File: config.mk
export PLATFORM = sky130hd
export DESIGN_NAME = mem_arbiter
export DESIGN_NICKNAME = d
export VERILOG_FILES = /design/src/lsu_pkg.sv /design/src/mem_arbiter.sv
export SDC_FILE = /design/constraint.sdc
export NUM_CORES = 1
export LEC_CHECK = 0
export BUFFER_PORTS_ARGS = -buffer_cell sky130_fd_sc_hd__buf_2
export CAP_MARGIN = 0
export CORE_AREA = 5 5 64 66
export CTS_CLUSTER_SIZE = 25
export DETAILED_ROUTE_END_ITERATION = 8
export DIE_AREA = 0 0 69 71
export GPL_TIMING_DRIVEN = 0
export PLACE_DENSITY = 0.82
export SLEW_MARGIN = 40
export SYNTH_ARGS = -nofsm -noshare
export SYNTH_HDL_FRONTEND = slang
export SYNTH_SLANG_ARGS = --single-unit
File: constraint.sdc
create_clock -name clk_i -period 3.8 [get_ports clk_i]
set_clock_uncertainty 0.1 [all_clocks]
set_input_delay 0.76 -clock clk_i [delete_from_list [all_inputs] [get_ports clk_i]]
set_output_delay 0.76 -clock clk_i [all_outputs]
set_load 0.02 [all_outputs]
File: src/lsu_pkg.sv
// Shared LSU types: data width, operation and cause enums, arbiter state enum.
`default_nettype none

package lsu_pkg;

    localparam int XLEN = 32;

    // Memory micro-op encodings.
    typedef enum logic [3:0] {
        LSU_LB,
        LSU_LH,
        LSU_LW,
        LSU_LBU,
        LSU_LHU,
        LSU_SB,
        LSU_SH,
        LSU_SW
    } lsu_op_e;

    // Exception causes follow the RISC-V mcause numbering.
    typedef enum logic [4:0] {
        CAUSE_NONE        = 5'd0,
        CAUSE_LD_MISALIGN = 5'd4,
        CAUSE_ST_MISALIGN = 5'd6
    } lsu_cause_e;

    typedef enum logic [1:0] {
        ARB_IDLE,
        ARB_READ,
        ARB_ACK,
        ARB_RELEASE
    } arb_state_e;

endpackage

`default_nettype wire

File: src/mem_arbiter.sv
// Round-robin arbiter sharing one RAM port between the load unit and store buffer.
`timescale 1ns/100ps
`default_nettype none

module mem_arbiter #(
    parameter int ADDR_W = 12
) (
    input  logic                        clk_i,
    input  logic                        arst_n_i,
    input  logic                        ld_m_req_i,
    input  logic [ADDR_W-3:0]           ld_m_addr_i,
    output logic                        ld_m_ack_o,
    output logic [lsu_pkg::XLEN-1:0]    ld_m_rdata_o,
    input  logic                        sb_m_req_i,
    input  logic [ADDR_W-3:0]           sb_m_addr_i,
    input  logic [lsu_pkg::XLEN/8-1:0]  sb_m_be_i,
    input  logic [lsu_pkg::XLEN-1:0]    sb_m_wdata_i,
    output logic                        sb_m_ack_o,
    output logic                        ram_en_o,
    output logic                        ram_we_o,
    output logic [ADDR_W-3:0]           ram_addr_o,
    output logic [lsu_pkg::XLEN/8-1:0]  ram_be_o,
    output logic [lsu_pkg::XLEN-1:0]    ram_wdata_o,
    input  logic [lsu_pkg::XLEN-1:0]    ram_rdata_i
);
    import lsu_pkg::*;

    arb_state_e state_q;
    logic       gnt_sb_q;
    logic       pick_sb;
    logic       cur_req;

    // On a tie the peer that was not served last wins.
    assign pick_sb = sb_m_req_i && (!ld_m_req_i || !gnt_sb_q);
    assign cur_req = gnt_sb_q ? sb_m_req_i : ld_m_req_i;

    always_ff @(posedge clk_i or negedge arst_n_i) begin
        if (!arst_n_i) begin
            state_q  <= ARB_IDLE;
            gnt_sb_q <= 1'b0;
        end else begin
            case (state_q)
                ARB_IDLE: begin
                    if (ld_m_req_i || sb_m_req_i) begin
                        gnt_sb_q <= pick_sb;
                        state_q  <= ARB_READ;
                    end
                end
                ARB_READ:    state_q <= ARB_ACK;
                ARB_ACK:     if (!cur_req) state_q <= ARB_RELEASE;
                ARB_RELEASE: state_q <= ARB_IDLE;
                default:     state_q <= ARB_IDLE;
            endcase
        end
    end

    assign ram_en_o     = (state_q == ARB_READ);
    assign ram_we_o     = (state_q == ARB_READ) && gnt_sb_q;
    assign ram_addr_o   = gnt_sb_q ? sb_m_addr_i : ld_m_addr_i;
    assign ram_be_o     = sb_m_be_i;
    assign ram_wdata_o  = sb_m_wdata_i;
    assign ld_m_ack_o   = (state_q == ARB_ACK) && !gnt_sb_q;
    assign sb_m_ack_o   = (state_q == ARB_ACK) && gnt_sb_q;
    assign ld_m_rdata_o = ram_rdata_i;

endmodule

`default_nettype wire

==> results.py <==
metrics = {
    "run_status": {
        "outcome": "finished, final reports clean",
    },
    "route": {
        "route.detailed.drc": 0,
        "ant_nets": 0,
        "vias": 956,
        "wl_um": 2950,
        "firstDrtPassIters": 4,
        "wire_per_inst_um": 11.6,
        "viasPerCell": 3.75,
        "drt_iter0_drc": 20,
    },
    "clocking": {
        "cts_buffers": 3,
        "clock_sinks": 3,
        "clockRootBuffer": "clkbuf_4",
        "clockBufferDepth": 2,
        "cts_hold_buf": 0,
        "ctsResizeCount": 0,
        "cts_setup_buffers": 0,
        "clk_pin_slew_worst_paths_ns": 0.03,
        "cts_tree": "yes",
        "clk_latency_ns": 0.23,
        "h-tree-depth": 1,
    },
    "synth": {
        "synth_edf_count": 0,
        "synth_top_area_frac": 0.601,
        "synth_seq_cells": 3,
        "syn_inst": 98,
        "synth-seq-area-share": 0.0884,
        "syn-num-nets": 193,
        "yosys.cell_count.top_type": "buf_4",
        "synth_cell_types": 16,
        "synth_area_um2": 850,
        "synthTopCellsByCount": "buf_4 (68), mux2_2 (10), dfrtp_1 (3), ha_1 (3)",
        "synth_area_leaders": "buf_4 (60%), mux2_2 (13%), dfrtp_1 (8.8%)",
        "yosysTopAreaCell": "buf_4",
        "syn_area_per_cell_um2": 8.67,
        "synthArstFlopShare": 1.00,
        "synth-main-ff-cell": "dfrtp_1",
        "yosys_warnings": 0,
    },
    "die": {
        "die-area_um2": 4900,
        "row_count": 22,
        "dieWidth_um": 69,
        "io_pins": 174,
        "fp.coreArea_um2": 3520,
        "die_height_um": 71,
        "start_util": 0.241,
    },
    "setup_path": {
        "critPathLaunchType": "flop",
        "slowest_delay_ns": 0.37,
        "required_ns": 2.94,
        "worstPathCellList": "buf_6 -> buf_2 -> mux2_2 -> buf_2",
        "crit_slowest_cell": "mux2_2",
        "worstSetupEndpointType": "primary output",
        "critPathMaxFanout": 10,
        "path_common_cell": "buf_2",
        "critPathBufInv": 3,
        "critPathArrivalTime_ns": 1.46,
        "critPathKind": "reg2out",
        "crit_family": "buffers and inverters",
    },
    "timing": {
        "hold_violations": 0,
        "relSlewSlack": 0.851,
        "setup_viol": 0,
        "period_needed_ns": 2.32,
        "rsz0062_at_grt": "no",
        "fmax_ghz": 0.432,
        "period_share": 0.610,
        "tightest_slew_ns": 0.223,
        "drv_slew": 0,
        "setup_tns_ns": 0,
    },
    "global_route": {
        "grt_usage": 0.109,
        "antenna_found_initial": 0,
        "grt_first_pass_wirelength_um": 4420,
        "overflow": 0,
        "grt_max_degree": 11,
        "first_global_vias": 998,
    },
    "finish": {
        "fin_nets": 303,
        "final_cells": 255,
        "layout-drive-gt1-share": 0.918,
        "utilization": 0.415,
        "area_delta_synth_final_pct": 72.0,
        "diodes": 0,
    },
    "placement": {
        "routabilityCongestion": 0.713,
        "io_buffers": 105,
        "placed_cells": 251,
        "place_hpwl_um": 2800,
    },
    "pwr": {
        "p_leak_nw": 0.928,
        "power_density_nw_per_um2": 390,
        "peakVddDrop_mv": 0.115,
    },
    "flow_run": {
        "max_cap_violations": 0,
    },
    "hold_path": {
        "min_path_type": "in2async",
    },
}
worst reg2reg max path: stages (launching register included):
cell	delay (ns)
dfrtp_1	0.36
buf_6	0.14
mux2_4	0.31
a22oi_4	0.19
mux2_1	0.33
state kept, by name (all words and copies together), names as in the netlist:
| signal | cells |
|---|---|
| state_q | 2 |
| gnt_sb_q | 1 |
report_power, final:
group / leakage [nW] / total [mW] / internal, mW / switching [mW]
logic: 0.878 / 0.455 / 0.215 / 0.240
clock network: 0.0150 / 0.0543 / 0.0393 / 0.0150
registers: 0.0348 / 0.0597 / 0.0498 / 0.00996
cells by family (layout without fill, tap and decap cells):
kind of cell	count (synthesis)	after routing	synth area share
AO/OA/AOI/OAI	4	4	0.0486
adder cells (fa/ha/maj)	3	3	0.0442
buffers and inverters	72	181	0.629
flip-flops	3	3	0.0884
multiplexers	12	12	0.163
AND/OR/NAND/NOR	4	4	0.0265
layout make-up:
type / instances / area [um^2]
plain buffers: 70 / 527
clock buffers: 4 / 26.3
fillers: 350 / 2060
inverters: 2 / 7.51
multi-input cells: 23 / 240
flip-flops and latches: 3 / 75.1
well taps: 48 / 60.1
repair buffers: 105 / 526
through the flow:
stage | hold WS, ns | area [um^2] | worst slack, ns | total power [mW]
final | 0.221 | 1460 | 1.48 | 0.569
after global routing | 0.208 | 1460 | 1.38 | 0.621
after CTS | 0.212 | 1460 | 1.42 | 0.589
after detailed placement | 0.425 | 1440 | 1.67 | 0.529
after global placement | 0.405 | 1440 | 1.67 | 0.523
after floorplan | 0.364 | 850 | 1.87 | 0.401
path summary, 6_finish.rpt:
path | startpoint | slack (ns) | cells past startpoint | endpoint
max | gnt_sb_q | 1.48 | 4 | ram_addr_o[8]
min | arst_n_i | 0.22 | 1 | state_q[0]
max reg2reg | gnt_sb_q | 2.26 | 4 | state_q[1]
min reg2reg | state_q[1] | 0.42 | 1 | state_q[1]
max in group asynchronous | arst_n_i | 3.27 | 1 | gnt_sb_q
min in group clk_i | state_q[1] | 0.42 | 1 | state_q[1]
per-layer routing:
layer  GRT usage  vias up  routed length [um]
met5           0        -                   0
met4      0.0390        0                  19
met3      0.0781        2                 575
met2       0.217      100                1590
met1      0.0781      393                 765
li1            -      461                   -
cell usage in the layout, fill, tap and decap left out, drive strengths merged:
| cell type | n |
|---|---|
| inv | 2 |
| mux2 | 12 |
| ha | 3 |
| a22oi | 1 |
| a31oi | 1 |
| nor2b | 1 |
| nor2 | 1 |
| buf | 175 |
| o22a | 1 |
| and2 | 2 |
| dfrtp | 3 |
| a21oi | 1 |
| clkbuf | 4 |
No activity file was read; power rests on OpenSTA's default activity.
