==> src/lsu_pkg.sv <==
// Shared LSU types: data width, operation and cause enums, arbiter state enum.
`default_nettype none

package lsu_pkg;

    localparam int XLEN = 32;

    // Memory micro-op encodings.
    typedef enum logic [3:0] {
        LSU_LB,
        LSU_LH,
        LSU_LW,
        LSU_LBU,
        LSU_LHU,
        LSU_SB,
        LSU_SH,
        LSU_SW
    } lsu_op_e;

    // Exception causes follow the RISC-V mcause numbering.
    typedef enum logic [4:0] {
        CAUSE_NONE        = 5'd0,
        CAUSE_LD_MISALIGN = 5'd4,
        CAUSE_ST_MISALIGN = 5'd6
    } lsu_cause_e;

    typedef enum logic [1:0] {
        ARB_IDLE,
        ARB_READ,
        ARB_ACK,
        ARB_RELEASE
    } arb_state_e;

endpackage

`default_nettype wire

==> src/load_unit.sv <==
// Load engine: hazard wait, RAM read through the arbiter, lane extract and extend.
`timescale 1ns/100ps
`default_nettype none

module load_unit #(
    parameter int ADDR_W = 12
) (
    input  logic                      clk_i,
    input  logic                      arst_n_i,
    input  logic                      ld_req_i,
    input  logic [ADDR_W-1:0]         ld_addr_i,
    input  lsu_pkg::lsu_op_e          ld_op_i,
    output logic                      ld_ack_o,
    output logic [lsu_pkg::XLEN-1:0]  ld_data_o,
    output logic [ADDR_W-1:0]         chk_addr_o,
    input  logic                      hazard_i,
    output logic                      m_req_o,
    output logic [ADDR_W-3:0]         m_addr_o,
    input  logic                      m_ack_i,
    input  logic [lsu_pkg::XLEN-1:0]  m_rdata_i
);
    import lsu_pkg::*;

    typedef enum logic [2:0] {L_IDLE, L_WAIT, L_MEM, L_MREL, L_ACK} load_state_e;

    load_state_e       state_q;
    logic [ADDR_W-1:0] addr_q;
    lsu_op_e           op_q;
    logic [XLEN-1:0]   data_q;

    // Picks the addressed lane out of a RAM word and extends it per the op.
    function automatic logic [XLEN-1:0] extend_lane(input lsu_op_e op, input logic [1:0] off,
                                                    input logic [XLEN-1:0] word);
        logic [7:0]  lane_b;
        logic [15:0] lane_h;
        lane_b = word[8*off +: 8];
        lane_h = word[16*off[1] +: 16];
        case (op)
            LSU_LB:  return {{(XLEN-8){lane_b[7]}}, lane_b};
            LSU_LBU: return {{(XLEN-8){1'b0}}, lane_b};
            LSU_LH:  return {{(XLEN-16){lane_h[15]}}, lane_h};
            LSU_LHU: return {{(XLEN-16){1'b0}}, lane_h};
            default: return word;
        endcase
    endfunction

    always_ff @(posedge clk_i or negedge arst_n_i) begin
        if (!arst_n_i) begin
            state_q <= L_IDLE;
        end else begin
            case (state_q)
                L_IDLE: if (ld_req_i) state_q <= L_WAIT;
                // No forwarding, so a matching buffered store must drain first.
                L_WAIT: if (!hazard_i) state_q <= L_MEM;
                L_MEM:  if (m_ack_i) state_q <= L_MREL;
                L_MREL: if (!m_ack_i) state_q <= L_ACK;
                L_ACK:  if (!ld_req_i) state_q <= L_IDLE;
                default: state_q <= L_IDLE;
            endcase
        end
    end

    always_ff @(posedge clk_i) begin
        if (state_q == L_IDLE && ld_req_i) begin
            addr_q <= ld_addr_i;
            op_q   <= ld_op_i;
        end
        if (state_q == L_MEM && m_ack_i) begin
            data_q <= extend_lane(op_q, addr_q[1:0], m_rdata_i);
        end
    end

    assign chk_addr_o = addr_q;
    assign m_req_o    = (state_q == L_MEM);
    assign m_addr_o   = addr_q[ADDR_W-1:2];
    assign ld_ack_o   = (state_q == L_ACK);
    assign ld_data_o  = data_q;

endmodule

`default_nettype wire

==> config.mk <==
export PLATFORM = sky130hd
export DESIGN_NAME = load_unit
export DESIGN_NICKNAME = d
export VERILOG_FILES = /design/src/lsu_pkg.sv /design/src/load_unit.sv
export SDC_FILE = /design/constraint.sdc
export NUM_CORES = 1
export LEC_CHECK = 0
export BUFFER_PORTS_ARGS = -buffer_cell sky130_fd_sc_hd__buf_2
export CAP_MARGIN = 20
export CORE_UTILIZATION = 47
export DETAILED_ROUTE_END_ITERATION = 16
export PLACE_DENSITY = 0.8
export SLEW_MARGIN = 20
export SYNTH_ARGS = -nofsm -noshare
export SYNTH_HDL_FRONTEND = slang
export SYNTH_SLANG_ARGS = --single-unit
==> constraint.sdc <==
create_clock -name clk_i -period 2.5 [get_ports clk_i]
set_clock_uncertainty 0.15 [all_clocks]
set_input_delay 0.5 -clock clk_i [delete_from_list [all_inputs] [get_ports clk_i]]
set_output_delay 0.5 -clock clk_i [all_outputs]
set_load 0.1 [all_outputs]
==> run_results.csv <==
group,metric,value,unit
run_status,status,"finished clean",
route,drcViolationCount,0,
timing,slew_viol_final,0,
synth,synth_most_common_cell,"edfxtp_1",
worst_setup_path,reg2regPathDepth,5,
worst_setup_path,regToRegEndpoint,"ld_data_o[6]",
pwr,max-vdd-ir-drop,793,µV
cts,cts_tree,"built",
synth,yosysWarnings,0,
route,first_pass_iters,4,
placed_design,dp_slack,0.517,ns
synth,ys_seq_area_share,62.4,%
synth,netlist_area,2430,µm²
synth,ys.flop_type,"edfxtp_1",
cts,clk_pin_slew_worst_paths,0.09,ns
floorplanning,start_util,50.1,%
placed_design,place_congestion,0.757,
cts,clk-insertion-delay-late,0.30,ns
route,drt_iter0_drc,93,
route,final_antenna_net_count,0,
timing,slew_headroom,40.3,%
placed_design,post-dp-hpwl,3810,µm
cts,cts_buffers,5,
cts,htree_levels,2,
worst_hold_path,min-delay-start,"ld_addr_i[5]",
layout,final_cell_area,3070,µm²
worst_setup_path,worstReg2RegStart,"op_q[0]",
flow_run,drv_cap,0,
route,num_vias,1800,
cts,clk_path_buf_depth,2,
worst_setup_path,crit_end,"chk_addr_o[1]",
synth,synth_top_area_cell,"edfxtp_1",
worst_setup_path,regToRegSetupSlack,0.50,ns
floorplanning,die_w,73.9,µm
synth,async_reset_ff_share,5.88,%
layout,diodes,0,
timing,min_period_over_period,88.2,%
worst_setup_path,endpoint_kind,"output pin",
timing,tns,0,ns
worst_setup_path,startpoint_type,"flip-flop",
worst_setup_path,crit_type,"reg -> out",
worst_setup_path,worstPathRequired,1.85,ns
timing,max_slew.worst_pin.slew,0.888,ns
grt,grt_pass1_wl,7750,µm
synth,synth_top_area_share,59.3,%
timing,finalHoldViolCount,0,
route,wl_per_cell,15.2,µm
floorplanning,coreArea,4850,µm²
timing,worst_slack,0.294,ns
floorplanning,die_h,73.9,µm
route,via_per_inst,5.29,
grt,grt_max_degree,33,
synth,synth_area_leaders,"edfxtp_1, mux2i_1, a21o_1, buf_4, dfrtp_1",
layout,final_nets,326,
timing,grt_setup_unrepaired,"no",
synth,synth.ff_latch_count,51,
placed_design,portBuffers,108,
floorplanning,placement_rows,25,
timing,setup_viol,0,
timing,period_minus_slack,2.21,ns
pwr,p_total,3.70,mW
cts,cts-resized-gates,0,
worst_setup_path,cp.arrival,1.56,ns
timing,fmax,453,MHz
worst_setup_path,crit_path_start,"chk_addr_o[1]",
timing,hold_ws,0.220,ns
synth,synth-edff-count,48,
grt,track_usage,19.3,%
synth,synthTopCellsByCount,"edfxtp_1, a21o_1, buf_4, mux2i_1, nand2_1",
floorplanning,dieArea,5460,µm²
synth,syn_nets,224,
cts,postCtsSetupBuffers,0,
floorplanning,io_pins,109,
grt,overflow,0,
placed_design,place_area,2950,µm²
grt,grt_pass1_vias,1693,
grt,antenna_found_initial,0,
worst_hold_path,hp-class,"in -> reg",
synth,syn_area_per_cell,14.2,µm²
pwr,leakage,1.41,nW
cts,root_buffer,"clkbuf_8",
pwr,power_density,1200,nW/µm²
cts,clkSinkCount,51,
synth,synthDistinctLibCells,32,
route,wl,5180,µm
layout,drive_gt1_share,48.4,%
layout,syn2layout_area_growth,26.4,%
synth,synthCells,171,
worst_setup_path,crit_fanout,16,
cells in the final DEF, fill, tap and decap left out:
master	count
nor2b_1	3
clkbuf_8	5
nand2b_1	4
o22ai_1	1
and2_2	1
dfrtp_1	3
a221o_1	1
buf_4	7
dlygate4sd3_1	1
nor4_4	1
a21oi_1	4
nand2_1	10
o221ai_1	7
mux2_2	2
bufinv_16	1
a21o_1	16
o21ai_1	1
mux2i_2	1
nor3_2	1
a221oi_1	1
inv_1	3
nor4_1	9
a222oi_1	1
buf_2	108
mux4_2	1
clkinvlp_4	1
and2_4	1
a2bb2oi_1	1
nor2_4	1
nor3_1	1
edfxtp_1	48
a211o_1	8
nor3b_1	1
mux2i_1	13
xnor2_2	1
nor2_1	4
state kept, by name, summed over array words and instances (netlist names):
name,cells
chk_addr_o,12
ld_data_o,32
state_q,3
op_q,4
what timing repair did:
action / in CTS / in global routing
endpoints found under the setup margin: 0 / 0
endpoints found under the hold margin: 3 / 0
hold buffers: 1 / 0
routing by layer:
metal | share of wire [%] | wire length (µm) | track usage [%] | vias to the layer above
met3 | 7.4 | 382 | 5.35 | 5
met5 | 0 | 0 | 0 | -
met1 | 40 | 2090 | 22.4 | 841
met4 | 0.77 | 40 | 4.49 | 0
met2 | 52 | 2670 | 35.3 | 95
li1 | - | - | - | 859
worst max-delay path: stages (launching register included):
cell and delay, ns:
edfxtp_1 0.44, buf_4 0.32, buf_2 0.49
cell families after synthesis:
kind of cell,after synthesis,share of synthesized area [%]
compound gates,41,13.2
mux,17,7.78
simple gates,37,8.65
buf+inv,24,7.31
xor+xnor,1,0.670
flops,51,62.4
through the flow:
step / util, % / instances
final: 63.3 / 340
after global routing: 63.3 / 340
after global placement: 60.9 / 332
after detailed placement: 60.9 / 332
after CTS: 63.3 / 340
after floorplan: - / 171
power by group:
part           leakage (nW)  switching (mW)  internal (mW)
Clock                0.0502           0.265          0.293
Sequential            0.482           0.105           1.17
Combinational         0.875            1.51          0.353
worst min-delay path by stage:
| stage | cells after the start | endpoint |
|---|---|---|
| finish | 1 | chk_addr_o[5] |
| global route | 1 | chk_addr_o[5] |
| CTS | 1 | chk_addr_o[11] |
| detailed placement | 1 | state_q[1] |
| global placement | 1 | state_q[1] |
| floorplan | 0 | state_q[0] |
cell type report:
class / instances / area (µm²)
repair buffers: 116 / 603
well taps: 67 / 83.8
clock buffers: 5 / 68.8
clock inverters: 2 / 37.5
inverters: 3 / 11.3
multi-input cells: 96 / 749
flip-flops and latches: 51 / 1520
fillers: 387 / 1780
Power figures use the tool's default switching activity.
