<file path="src/lsu_pkg.sv">
// Shared LSU types: data width, operation and cause enums, arbiter state enum.
`default_nettype none

package lsu_pkg;

    localparam int XLEN = 32;

    // Memory micro-op encodings.
    typedef enum logic [3:0] {
        LSU_LB,
        LSU_LH,
        LSU_LW,
        LSU_LBU,
        LSU_LHU,
        LSU_SB,
        LSU_SH,
        LSU_SW
    } lsu_op_e;

    // Exception causes follow the RISC-V mcause numbering.
    typedef enum logic [4:0] {
        CAUSE_NONE        = 5'd0,
        CAUSE_LD_MISALIGN = 5'd4,
        CAUSE_ST_MISALIGN = 5'd6
    } lsu_cause_e;

    typedef enum logic [1:0] {
        ARB_IDLE,
        ARB_READ,
        ARB_ACK,
        ARB_RELEASE
    } arb_state_e;

endpackage

`default_nettype wire

</file>
<file path="src/store_buffer.sv">
// Store buffer: pending-store FIFO, word-match hazard lookup, background drain.
`timescale 1ns/100ps
`default_nettype none

module store_buffer #(
    parameter int ADDR_W   = 12,
    parameter int SB_DEPTH = 4
) (
    input  logic                        clk_i,
    input  logic                        arst_n_i,
    input  logic                        st_req_i,
    input  logic [ADDR_W-1:0]           st_addr_i,
    input  lsu_pkg::lsu_op_e            st_op_i,
    input  logic [lsu_pkg::XLEN-1:0]    st_data_i,
    output logic                        st_ack_o,
    input  logic [ADDR_W-1:0]           chk_addr_i,
    output logic                        hazard_o,
    output logic                        m_req_o,
    output logic [ADDR_W-3:0]           m_addr_o,
    output logic [lsu_pkg::XLEN/8-1:0]  m_be_o,
    output logic [lsu_pkg::XLEN-1:0]    m_wdata_o,
    input  logic                        m_ack_i
);
    import lsu_pkg::*;

    localparam int NB    = XLEN / 8;
    localparam int PTR_W = (SB_DEPTH > 1) ? $clog2(SB_DEPTH) : 1;

    typedef enum logic [1:0] {D_IDLE, D_REQ, D_REL} drain_state_e;

    logic [ADDR_W-3:0] waddr_q [SB_DEPTH];
    logic [NB-1:0]     be_q    [SB_DEPTH];
    logic [XLEN-1:0]   wdata_q [SB_DEPTH];
    logic [SB_DEPTH-1:0] valid_q;
    logic [PTR_W-1:0]  wr_ptr_q;
    logic [PTR_W-1:0]  rd_ptr_q;
    logic              ack_q;
    drain_state_e      drain_q;
    logic              push;
    logic              pop;
    logic [NB-1:0]     new_be;
    logic [XLEN-1:0]   new_wdata;

    function automatic logic [PTR_W-1:0] ptr_inc(input logic [PTR_W-1:0] ptr);
        return (ptr == PTR_W'(SB_DEPTH - 1)) ? '0 : ptr + 1'b1;
    endfunction

    // Stores are kept as whole-word writes with byte enables.
    always_comb begin
        case (st_op_i)
            LSU_SB:  new_be = NB'(1) << st_addr_i[1:0];
            LSU_SH:  new_be = NB'(3) << st_addr_i[1:0];
            default: new_be = '1;
        endcase
        new_wdata = st_data_i << (8 * st_addr_i[1:0]);
    end

    assign push = st_req_i && !ack_q && !valid_q[wr_ptr_q];
    assign pop  = (drain_q == D_REL) && !m_ack_i;

    // ==============================
    // FIFO control and drain FSM
    // ==============================
    always_ff @(posedge clk_i or negedge arst_n_i) begin
        if (!arst_n_i) begin
            valid_q  <= '0;
            wr_ptr_q <= '0;
            rd_ptr_q <= '0;
            ack_q    <= 1'b0;
            drain_q  <= D_IDLE;
        end else begin
            if (push) begin
                valid_q[wr_ptr_q] <= 1'b1;
                wr_ptr_q          <= ptr_inc(wr_ptr_q);
                ack_q             <= 1'b1;
            end else if (ack_q && !st_req_i) begin
                ack_q <= 1'b0;
            end
            case (drain_q)
                D_IDLE: if (valid_q[rd_ptr_q]) drain_q <= D_REQ;
                D_REQ:  if (m_ack_i) drain_q <= D_REL;
                D_REL: begin
                    if (pop) begin
                        valid_q[rd_ptr_q] <= 1'b0;
                        rd_ptr_q          <= ptr_inc(rd_ptr_q);
                        drain_q           <= D_IDLE;
                    end
                end
                default: drain_q <= D_IDLE;
            endcase
        end
    end

    always_ff @(posedge clk_i) begin
        if (push) begin
            waddr_q[wr_ptr_q] <= st_addr_i[ADDR_W-1:2];
            be_q[wr_ptr_q]    <= new_be;
            wdata_q[wr_ptr_q] <= new_wdata;
        end
    end

    always_comb begin
        hazard_o = 1'b0;
        for (int i = 0; i < SB_DEPTH; i++) begin
            if (valid_q[i] && waddr_q[i] == chk_addr_i[ADDR_W-1:2]) hazard_o = 1'b1;
        end
    end

    assign st_ack_o  = ack_q;
    assign m_req_o   = (drain_q == D_REQ);
    assign m_addr_o  = waddr_q[rd_ptr_q];
    assign m_be_o    = be_q[rd_ptr_q];
    assign m_wdata_o = wdata_q[rd_ptr_q];

endmodule

`default_nettype wire

</file>
<file path="config.mk">
export PLATFORM = sky130hd
export DESIGN_NAME = store_buffer
export DESIGN_NICKNAME = d
export VERILOG_FILES = /design/src/lsu_pkg.sv /design/src/store_buffer.sv
export SDC_FILE = /design/constraint.sdc
export NUM_CORES = 1
export LEC_CHECK = 0
export ABC_AREA = 1
export BUFFER_PORTS_ARGS = -buffer_cell sky130_fd_sc_hd__buf_2
export CAP_MARGIN = 20
export CORE_ASPECT_RATIO = 0.6
export CORE_UTILIZATION = 23
export DETAILED_ROUTE_END_ITERATION = 8
export SETUP_SLACK_MARGIN = 0.15
export SYNTH_ARGS = -nofsm -noshare
export SYNTH_HDL_FRONTEND = slang
export SYNTH_SLANG_ARGS = --single-unit
</file>
<file path="constraint.sdc">
create_clock -name clk_i -period 3.31 [get_ports clk_i]
set_input_delay 0.1655 -clock clk_i [delete_from_list [all_inputs] [get_ports clk_i]]
set_output_delay 0.1655 -clock clk_i [all_outputs]
set_load 0.005 [all_outputs]
</file>
==> results list, run 1 <==
* CTS H-Tree Depth: 4
* Depth of the most critical reg-to-reg path: 6
- The design draws 0.00810 W.
- Warnings from Yosys: 0
- Post-layout nets: 1,002
- Largest net degree at the start of global routing: 88
- Cell area after placement: 9820 um2
- Row Count: 54
- Cell area power density: 766 nW/um2
* Total of cells resized after clock tree synthesis: 0
- Setup repair after global routing left no endpoint under its margin.
* Post-synthesis share of cell area spent on full adders, half adders and majority gates: 1.15%
- Combinational family with the most area after synthesis: simple AND/OR/NAND/NOR gates
- The final count of pins violating max slew is 0.
- Signed area change from the synthesized netlist to the final layout: 21.0%
* Reported leakage power: 4.03 nW
- Tot GR Track Use: 12.5%
* DP Wirelength: 16,100 um
- No sink is reached through more buffers than the 2 on the longest clock path.
- Count of pins on the block boundary: 113
- Routability-driven placement finished with a final weighted congestion of 0.862.
- Initial core utilization: 23.7%
- CTS root buffer: sky130_fd_sc_hd__clkbuf_16
- Routed WL per cell: 16.5 um
- Of the total power, registers draw 40.0%.
- Fraction of the mapped netlist area in compound gates: 12.5%
- Start-to-end type of the worst setup path: register to primary output
* Simple-gate area share of the yosys netlist: 13.3%
* Number of instances in the synthesized netlist: 814
- TNS Setup: 0 ns
- The setup check on the worst reg-to-reg path leaves a slack of 1.13 ns.
- TritonCTS built the clock tree.
* Post-detailed-routing wire length: 23,900 um
- At the later pin of the worst-skew pair, clock insertion delay measures 0.44 ns.
- STA classifies the critical path endpoint as a primary output.
* Via count of the first global-routing pass: 5,764
* Number of iterations in the first detailed-routing pass: 5
* Share of cell area taken by muxes after synthesis: 0%
- HP Class: input port to async pin
* Flip-flop and latch count after synthesis: 195
- Die outline height: 153 um
- Hold repair after CTS inserted 13 buffers.
- The number of antenna violations at the first check in global routing was 7.
* Fraction of power spent switching nets: 37.6%
- Setup violations, final: 0
- Synthesized netlist net count: 886
- At the worst endpoint, the required time is 3.14 ns.
- Clock share of power: 25.7%
* XOR/XNOR share of the synthesized area: 0.602%
- Final hold violation count: 0
- The endpoint identified for the worst register-to-register timing path is be_q[0][0].
- At the pin with the least slew margin, the transition time is 0.961 ns.
- During placement, the flow inserted port buffers numbering 110.
- Startpoint types: register
* Netlist area before placement: 8740 um2
- Post-route standard cell area excluding fillers: 10,600 um2
- CTS saw 195 sinks.
- Synthesis instantiated 33 different standard cells from the library.
* GRT overflow: 0
- The detailed router finished its first iteration with 501 violations.
- Summed over all nets, the switching power comes to 0.00305 W.
- IR Drop Worst-Case VDD: 0.000428 V
* Post-CTS Setup Repair Bufs: 0
* Max Clk Rate: 397 MHz
- The tool flagged a number of max-cap violations equal to 0.
- Of all nets on the critical path, the largest fanout is 87.
- The detailed router placed 6,259 vias in this run.
- The first global-routing pass estimated 35,900 um of wire.
* Launch point of the worst reg-to-reg path: wr_ptr_q[0]
- Sequential area share after synthesis: 66.4%
- In the final layout, the share of cells above drive strength 1 is 18.2%.
- Area of the core: 36,900 um2
* Data arrival time of the critical path: 2.36 ns
- Cell Int Power: 0.00506 W
* Overall die width: 254 um
- In this run the remaining antenna-violating nets after routing total 0.
* Share of the cycle needed by the critical path after routing: 76.2%
- The library cell used most frequently in the layout, excluding fill and tap cells, is sky130_fd_sc_hd__edfxtp_1.
- The flow ran to the end, and the final reports show no timing, DRC or antenna violations.
- Leaving out fill and tap cells, the most frequent cells in the layout are 184 x sky130_fd_sc_hd__edfxtp_1, 145 x sky130_fd_sc_hd__nand2_1, 117 x sky130_fd_sc_hd__nor2_1, 110 x sky130_fd_sc_hd__buf_2, 94 x sky130_fd_sc_hd__o21ai_0.
- After synthesis, the mean cell area works out to 10.7 um2.
* DIE AREA: 38,800 um2
- The clock arrives with 0.00993 ns of skew.
* Relative slew slack: 36.0%
- Using the TritonRoute via totals, the vias-per-cell ratio works out to 4.31.
- Clock slew at the register clock pins of the worst setup and hold paths: 0.08 ns
* Final min period: 2.52 ns
* Gate power share: 34.4%
- The filler cells instantiated in the layout total 3,871.
- In the routed design, unresolved DRC markers number 0.
- TritonCTS created 17 clock buffers.
[worst max-delay path: stages (launching register included)]
cell and delay, ns:
sky130_fd_sc_hd__dfrtp_2 0.37, sky130_fd_sc_hd__buf_4 0.68, sky130_fd_sc_hd__o21ai_0 0.22, sky130_fd_sc_hd__o22ai_1 0.39, sky130_fd_sc_hd__buf_2 0.19
[routing by layer]
metal / GRT usage (%) / up-vias / routed length, um / share of wire [%]
li1: - / 3050 / - / -
met1: 17.3 / 3008 / 11200 / 47
met2: 19.6 / 172 / 11000 / 46
met3: 2.76 / 27 / 1210 / 5.1
met4: 3.35 / 2 / 464 / 1.9
met5: 0 / - / 13 / 0.054
[worst max path at each step]
stage	from	depth (start not counted)	end	slack, ns
after global placement	wr_ptr_q[0]	4	wdata_q[0][31]	1.13
after detailed placement	wr_ptr_q[0]	6	wdata_q[0][16]	1.08
after floorplan	wr_ptr_q[0]	3	be_q[0][0]	0.87
final	rd_ptr_q[0]	4	m_wdata_o[7]	0.79
after CTS	rd_ptr_q[0]	4	m_wdata_o[7]	0.72
after global routing	rd_ptr_q[0]	4	m_wdata_o[7]	0.57
[layout make-up]
class / count / area (um2) / area share, %
flip-flops and latches: 195 / 5800 / 54.9
multi-input cells: 502 / 2430 / 23.0
repair buffers: 134 / 788 / 7.46
well taps: 504 / 631 / 5.96
clock buffers: 17 / 425 / 4.02
inverters: 80 / 300 / 2.84
clock inverters: 15 / 184 / 1.74
diodes: 5 / 12.5 / 0.118
[kinds of logic after synthesis]
group                      count (synthesis)
xor gates and xnor gates                   6
adders and majority gates                  8
DFF                                      195
buffers and inverters                    117
AOI/OAI and AO/OA                        199
and+or+nand+nor                          289
[cells in the mapped netlist]
cell type / n / area [um2]
sky130_fd_sc_hd__edfxtp_1: 184 / 5530
sky130_fd_sc_hd__nand2_1: 145 / 544
sky130_fd_sc_hd__nor2_1: 117 / 439
sky130_fd_sc_hd__o21ai_0: 94 / 470
sky130_fd_sc_hd__inv_1: 74 / 278
sky130_fd_sc_hd__o22ai_1: 39 / 244
sky130_fd_sc_hd__a21oi_1: 28 / 140
sky130_fd_sc_hd__o21ai_1: 20 / 100
sky130_fd_sc_hd__nand3_1: 15 / 75.1
sky130_fd_sc_hd__buf_2: 12 / 60.1
sky130_fd_sc_hd__buf_4: 11 / 82.6
sky130_fd_sc_hd__dfrtp_1: 11 / 275
sky130_fd_sc_hd__clkbuf_1: 9 / 33.8
sky130_fd_sc_hd__a22oi_1: 8 / 60.1
sky130_fd_sc_hd__ha_1: 8 / 100
sky130_fd_sc_hd__inv_2: 6 / 22.5
sky130_fd_sc_hd__xnor2_1: 6 / 52.6
sky130_fd_sc_hd__nor2_2: 5 / 31.3
sky130_fd_sc_hd__buf_6: 4 / 45.0
sky130_fd_sc_hd__o21a_1: 4 / 30.0
sky130_fd_sc_hd__nand4_1: 2 / 12.5
sky130_fd_sc_hd__a21boi_0: 1 / 7.51
sky130_fd_sc_hd__a21oi_2: 1 / 8.76
sky130_fd_sc_hd__a31oi_1: 1 / 6.26
sky130_fd_sc_hd__buf_1: 1 / 3.75
sky130_fd_sc_hd__nand2_2: 1 / 6.26
sky130_fd_sc_hd__nand3_2: 1 / 10.0
sky130_fd_sc_hd__nand3_4: 1 / 17.5
sky130_fd_sc_hd__nor2_8: 1 / 20.0
sky130_fd_sc_hd__o211ai_1: 1 / 7.51
sky130_fd_sc_hd__o211ai_2: 1 / 12.5
sky130_fd_sc_hd__o21bai_1: 1 / 7.51
sky130_fd_sc_hd__or2_2: 1 / 6.26
[registers in the layout (all words and copies together), names as in the netlist]
name      flops
wdata_q     128
waddr_q      40
be_q         16
valid_q       4
drain_q       2
rd_ptr_q      2
wr_ptr_q      2
st_ack_o      1
[metrics by stage]
step	utilization [%]	hold slack [ns]	worst slack, ns	std cells
after floorplan	-	-0.130	0.871	814
after global placement	26.6	0.0509	1.13	1402
after detailed placement	26.6	0.0567	1.08	1402
after global routing	28.7	0.136	0.568	1451
final	28.7	0.133	0.788	1452
after CTS	28.6	0.101	0.716	1447
[power by group through the flow]
stage	Sequential [W]	Clock [W]	Combinational, W
floorplan	0.00327	0	0.00166
global placement	0.00329	0	0.00281
detailed placement	0.00329	0	0.00283
CTS	0.00324	0.00213	0.00285
global route	0.00327	0.00221	0.00314
finish	0.00324	0.00208	0.00278
Power figures use the tool's default switching activity.
==> run 2, diff against run 1 <==
- clock period: 3.31 -> 2.4 ns (I/O delays scaled with it)
==> run 2 against run 1 <==
Register-to-register slack got worse by 0.72 ns; largest power group unchanged; sequential cell count unchanged; clock skew rose by 0.0037 ns; worst setup slack got worse by 0.48 ns; global-route usage decreased by 0.064 points; critical path type unchanged; combinational power up 42%; clock-buffer cell count stayed put; wire length increased by 0.10%; critical path depth grew 1; clock power grew 49%; utilization rose by 0.39 points.
==> results list, run 2 (synthesis results as in run 1) <==
- The die footprint is 38,800 um2 (unchanged).
- The clock tree root driver cell was sky130_fd_sc_hd__clkbuf_16 (unchanged).
- Final hold violation count: 0 (unchanged)
* Row Count: 54 (unchanged)
- Register with the highest flop count: wdata_q (unchanged)
* Max Clk Rate: 478 MHz
* Total number of vias: 6,279 (was 6,259)
* Wire length of the first global-routing pass: 36,000 um (was 35,900 um)
* Worst Setup End Kind: primary output (unchanged)
* Initial detailed-routing violation count: 457 (was 501)
* HP Class: input port to async pin (unchanged)
- The number of DRC violations after detailed routing is 0 (unchanged).
- RSZ-0062 raised after global routing: no (unchanged).
* Antenna violations before repair: 5 (was 7)
- Leading cell type in the layout, fill and taps excluded: sky130_fd_sc_hd__edfxtp_1 (unchanged)
* Buffers & Inverters on Critical Path: 3 (was 2)
- Final standard cell utilization of the core: 29.1% (was 28.7%)
- Post-CTS Setup Repair Bufs: 0 (unchanged)
- Outcome: completed (unchanged).
- Maximum fanout along the worst path: 18 (was 87)
- The number of I/O port buffers was 110 (unchanged).
* Proportion of layout cells with a drive suffix above 1: 18.4% (was 18.2%)
- Least setup slack across all paths after layout: 0.309 ns (was 0.788 ns)
- Count of pins on the block boundary: 113 (unchanged)
- In this design, the critical path's most frequently occurring cell is sky130_fd_sc_hd__a21oi_1.
* Clock slew at the register clock pins of the worst setup and hold paths: 0.08 ns (about the same)
- Largest net degree at the start of global routing: 72 (was 88)
* Data arrival time of the critical path: 1.97 ns (was 2.36 ns)
- The critical path class is register to primary output (unchanged).
- Total instance count after detailed placement: 1,403 (was 1,402)
- Reported leakage power: 4.09 nW (was 4.03 nW)
* Number of non-filler instances in the completed layout: 1,451 (was 1,452)
- The TritonCTS clock tree is done (unchanged).
- Total clock buffers created by CTS: 17 (unchanged)
- The capturing element of the worst setup path is m_addr_o[5] (was m_wdata_o[7]).
- IR Drop Worst-Case VDD: 0.000641 V (was 0.000428 V)
* Post-placement setup slack: 0.447 ns (was 1.08 ns)
* Startpoint types: register (unchanged)
- Via count of the first global-routing pass: 5,895 (was 5,764)
- The routed length per placed instance was 16.5 um (about the same).
- Cell area power density: 1080 nW/um2 (was 766 nW/um2)
- Launch point of the worst path: rd_ptr_q[1] (was rd_ptr_q[0])
* Maximum count of clock buffers along a single path: 2 (unchanged)
* Die outline height: 153 um (unchanged)
- Setup violations, final: 0 (unchanged)
- Launch point of the worst reg-to-reg path: wr_ptr_q[0] (unchanged)
- CTS H-Tree Depth: 4 (unchanged)
* Number of max-cap violations: 0 (unchanged)
- Gate family responsible for the most delay along the worst path: buffers and inverters (unchanged)
- Worst hold slack: 0.0895 ns (was 0.133 ns)
- The number of detailed-route iterations in the first pass was 5 (unchanged).
- GRT overflow: 0 (unchanged)
* Transition time at the pin with the least slew margin: 0.547 ns (was 0.961 ns)
- The effective utilization at floorplan came to 23.7% (unchanged).
- Highest-delay cell along the critical path: sky130_fd_sc_hd__dfrtp_1 (was sky130_fd_sc_hd__buf_4)
- The source-to-sink clock delay at the later pin of the worst-skew pair is 0.43 ns (was 0.44 ns).
- The final weighted congestion in routability-driven placement came to 0.853 (was 0.862).
- The area of the placeable core is 36,900 um2 (unchanged).
- Tot GR Track Use: 12.4% (was 12.5%)
- Post-detailed-routing wire length: 23,900 um (about the same)
- The flip-flop count of the largest register after layout was 128 (unchanged).
- The number of vias per cell was 4.33 (was 4.31).
* Setup slack on the worst flop-to-flop path: 0.41 ns (was 1.13 ns)
* DP Wirelength: 16,100 um (about the same)
* Share of the cycle needed by the critical path after routing: 87.1%
* Crit path required time: 2.28 ns (was 3.14 ns)
* Busiest layer in global routing: met2 (unchanged)
- The filler cell count in the final layout is 3,797 (was 3,871).
* Critical path cell sequence: inv_2 -> buf_4 -> a21oi_1 -> a21oi_1 -> buf_2 (was buf_4 -> o21ai_0 -> o22ai_1 -> buf_2)
- Final min period: 2.09 ns
* Depth of the most critical reg-to-reg path: 6 (unchanged)
* Critical path depth: 5 (was 4)
- The met1 global-route usage was 17.1% (was 17.3%).
- Largest registers: wdata_q x128, waddr_q x40, be_q x16 (unchanged)
- Crit-path max cell delay: 0.42 ns (was 0.68 ns)
- Post-layout nets: 1,003 (was 1,002)
* Met3 Track Usage GR: 2.78% (was 2.76%)
- The final count of pins violating max slew was 0 (unchanged).
- Commonest cells after routing, fill and taps aside: 184 x sky130_fd_sc_hd__edfxtp_1, 145 x sky130_fd_sc_hd__nand2_1, 117 x sky130_fd_sc_hd__nor2_1, 110 x sky130_fd_sc_hd__buf_2, 94 x sky130_fd_sc_hd__o21ai_0 (unchanged).
- The overall die width came to 254 um (unchanged).
* Signed area change from the synthesized netlist to the final layout: 22.7% (was 21.0%)
- Reg-to-Reg End: wdata_q[3][5] (was be_q[0][0])
- Clock skew: 0.0136 ns (was 0.00993 ns)
- The relative slew slack was 63.2% (was 36.0%).
* Antenna-violating nets left: 0 (unchanged)
- The met2 layer usage reported by global route came to 19.6% (about the same).
- The number of sinks driven by the clock tree is 195 (unchanged).
[run 2: worst register-to-register path: cells and delay by family (launching register included)]
kind / cells / cell delay (ns)
flip-flops: 1 / 0.46
AND/OR/NAND/NOR: 4 / 0.80
buffers and inverters: 2 / 0.40
[run 2: final cells by class]
| type | instances | area (um2) | share of cell area, % |
|---|---|---|---|
| inverter | 80 | 300 | 2.80 |
| timing repair buffer | 135 | 875 | 8.16 |
| tap | 504 | 631 | 5.88 |
| sequential | 195 | 5800 | 54.1 |
| antenna | 3 | 7.51 | 0.0700 |
| clock buffer | 17 | 425 | 3.97 |
| multi-input combinational | 502 | 2440 | 22.7 |
| clock inverter | 15 | 241 | 2.25 |
[run 2: timing repair]
action / in CTS / in global routing
setup endpoints to repair: 0 / 2
endpoints found under the hold margin: 53 / 0
hold buffers: 13 / 0
gates resized for setup: 0 / 2
[run 2: where the power goes]
group | leakage (nW) | switching [W] | total (W) | internal [W]
clock | 0.319 | 0.00152 | 0.00310 | 0.00157
sequential | 1.80 | 0.000194 | 0.00447 | 0.00428
combinational | 1.97 | 0.00259 | 0.00396 | 0.00136
total | 4.09 | 0.00431 | 0.0115 | 0.00721
[run 2: stage by stage]
step                area, um2  TNS, ns  power [W]
global placement         9900        0    0.00850
global route            10700        0     0.0122
detailed placement       9900        0    0.00856
CTS                     10700        0     0.0117
floorplan                8740    -7.21    0.00681
finish                  10700        0     0.0115
[run 2: worst min path at each step]
stage	startpoint	endpoint	slack, ns	cells after the start
floorplan	arst_n_i	drain_q[0]	-0.18	0
global placement	arst_n_i	st_ack_o	0.01	1
detailed placement	arst_n_i	st_ack_o	0.01	1
CTS	st_data_i[9]	wdata_q[1][17]	0.06	3
global route	arst_n_i	st_ack_o	0.08	2
finish	arst_n_i	st_ack_o	0.09	2
[run 2: routing by layer]
layer | vias to the layer above | routed length [um] | part of all wire, %
met5 | - | 10 | 0.042
li1 | 3050 | - | -
met1 | 3053 | 11400 | 48
met2 | 155 | 11200 | 47
met3 | 19 | 1030 | 4.3
met4 | 2 | 277 | 1.2
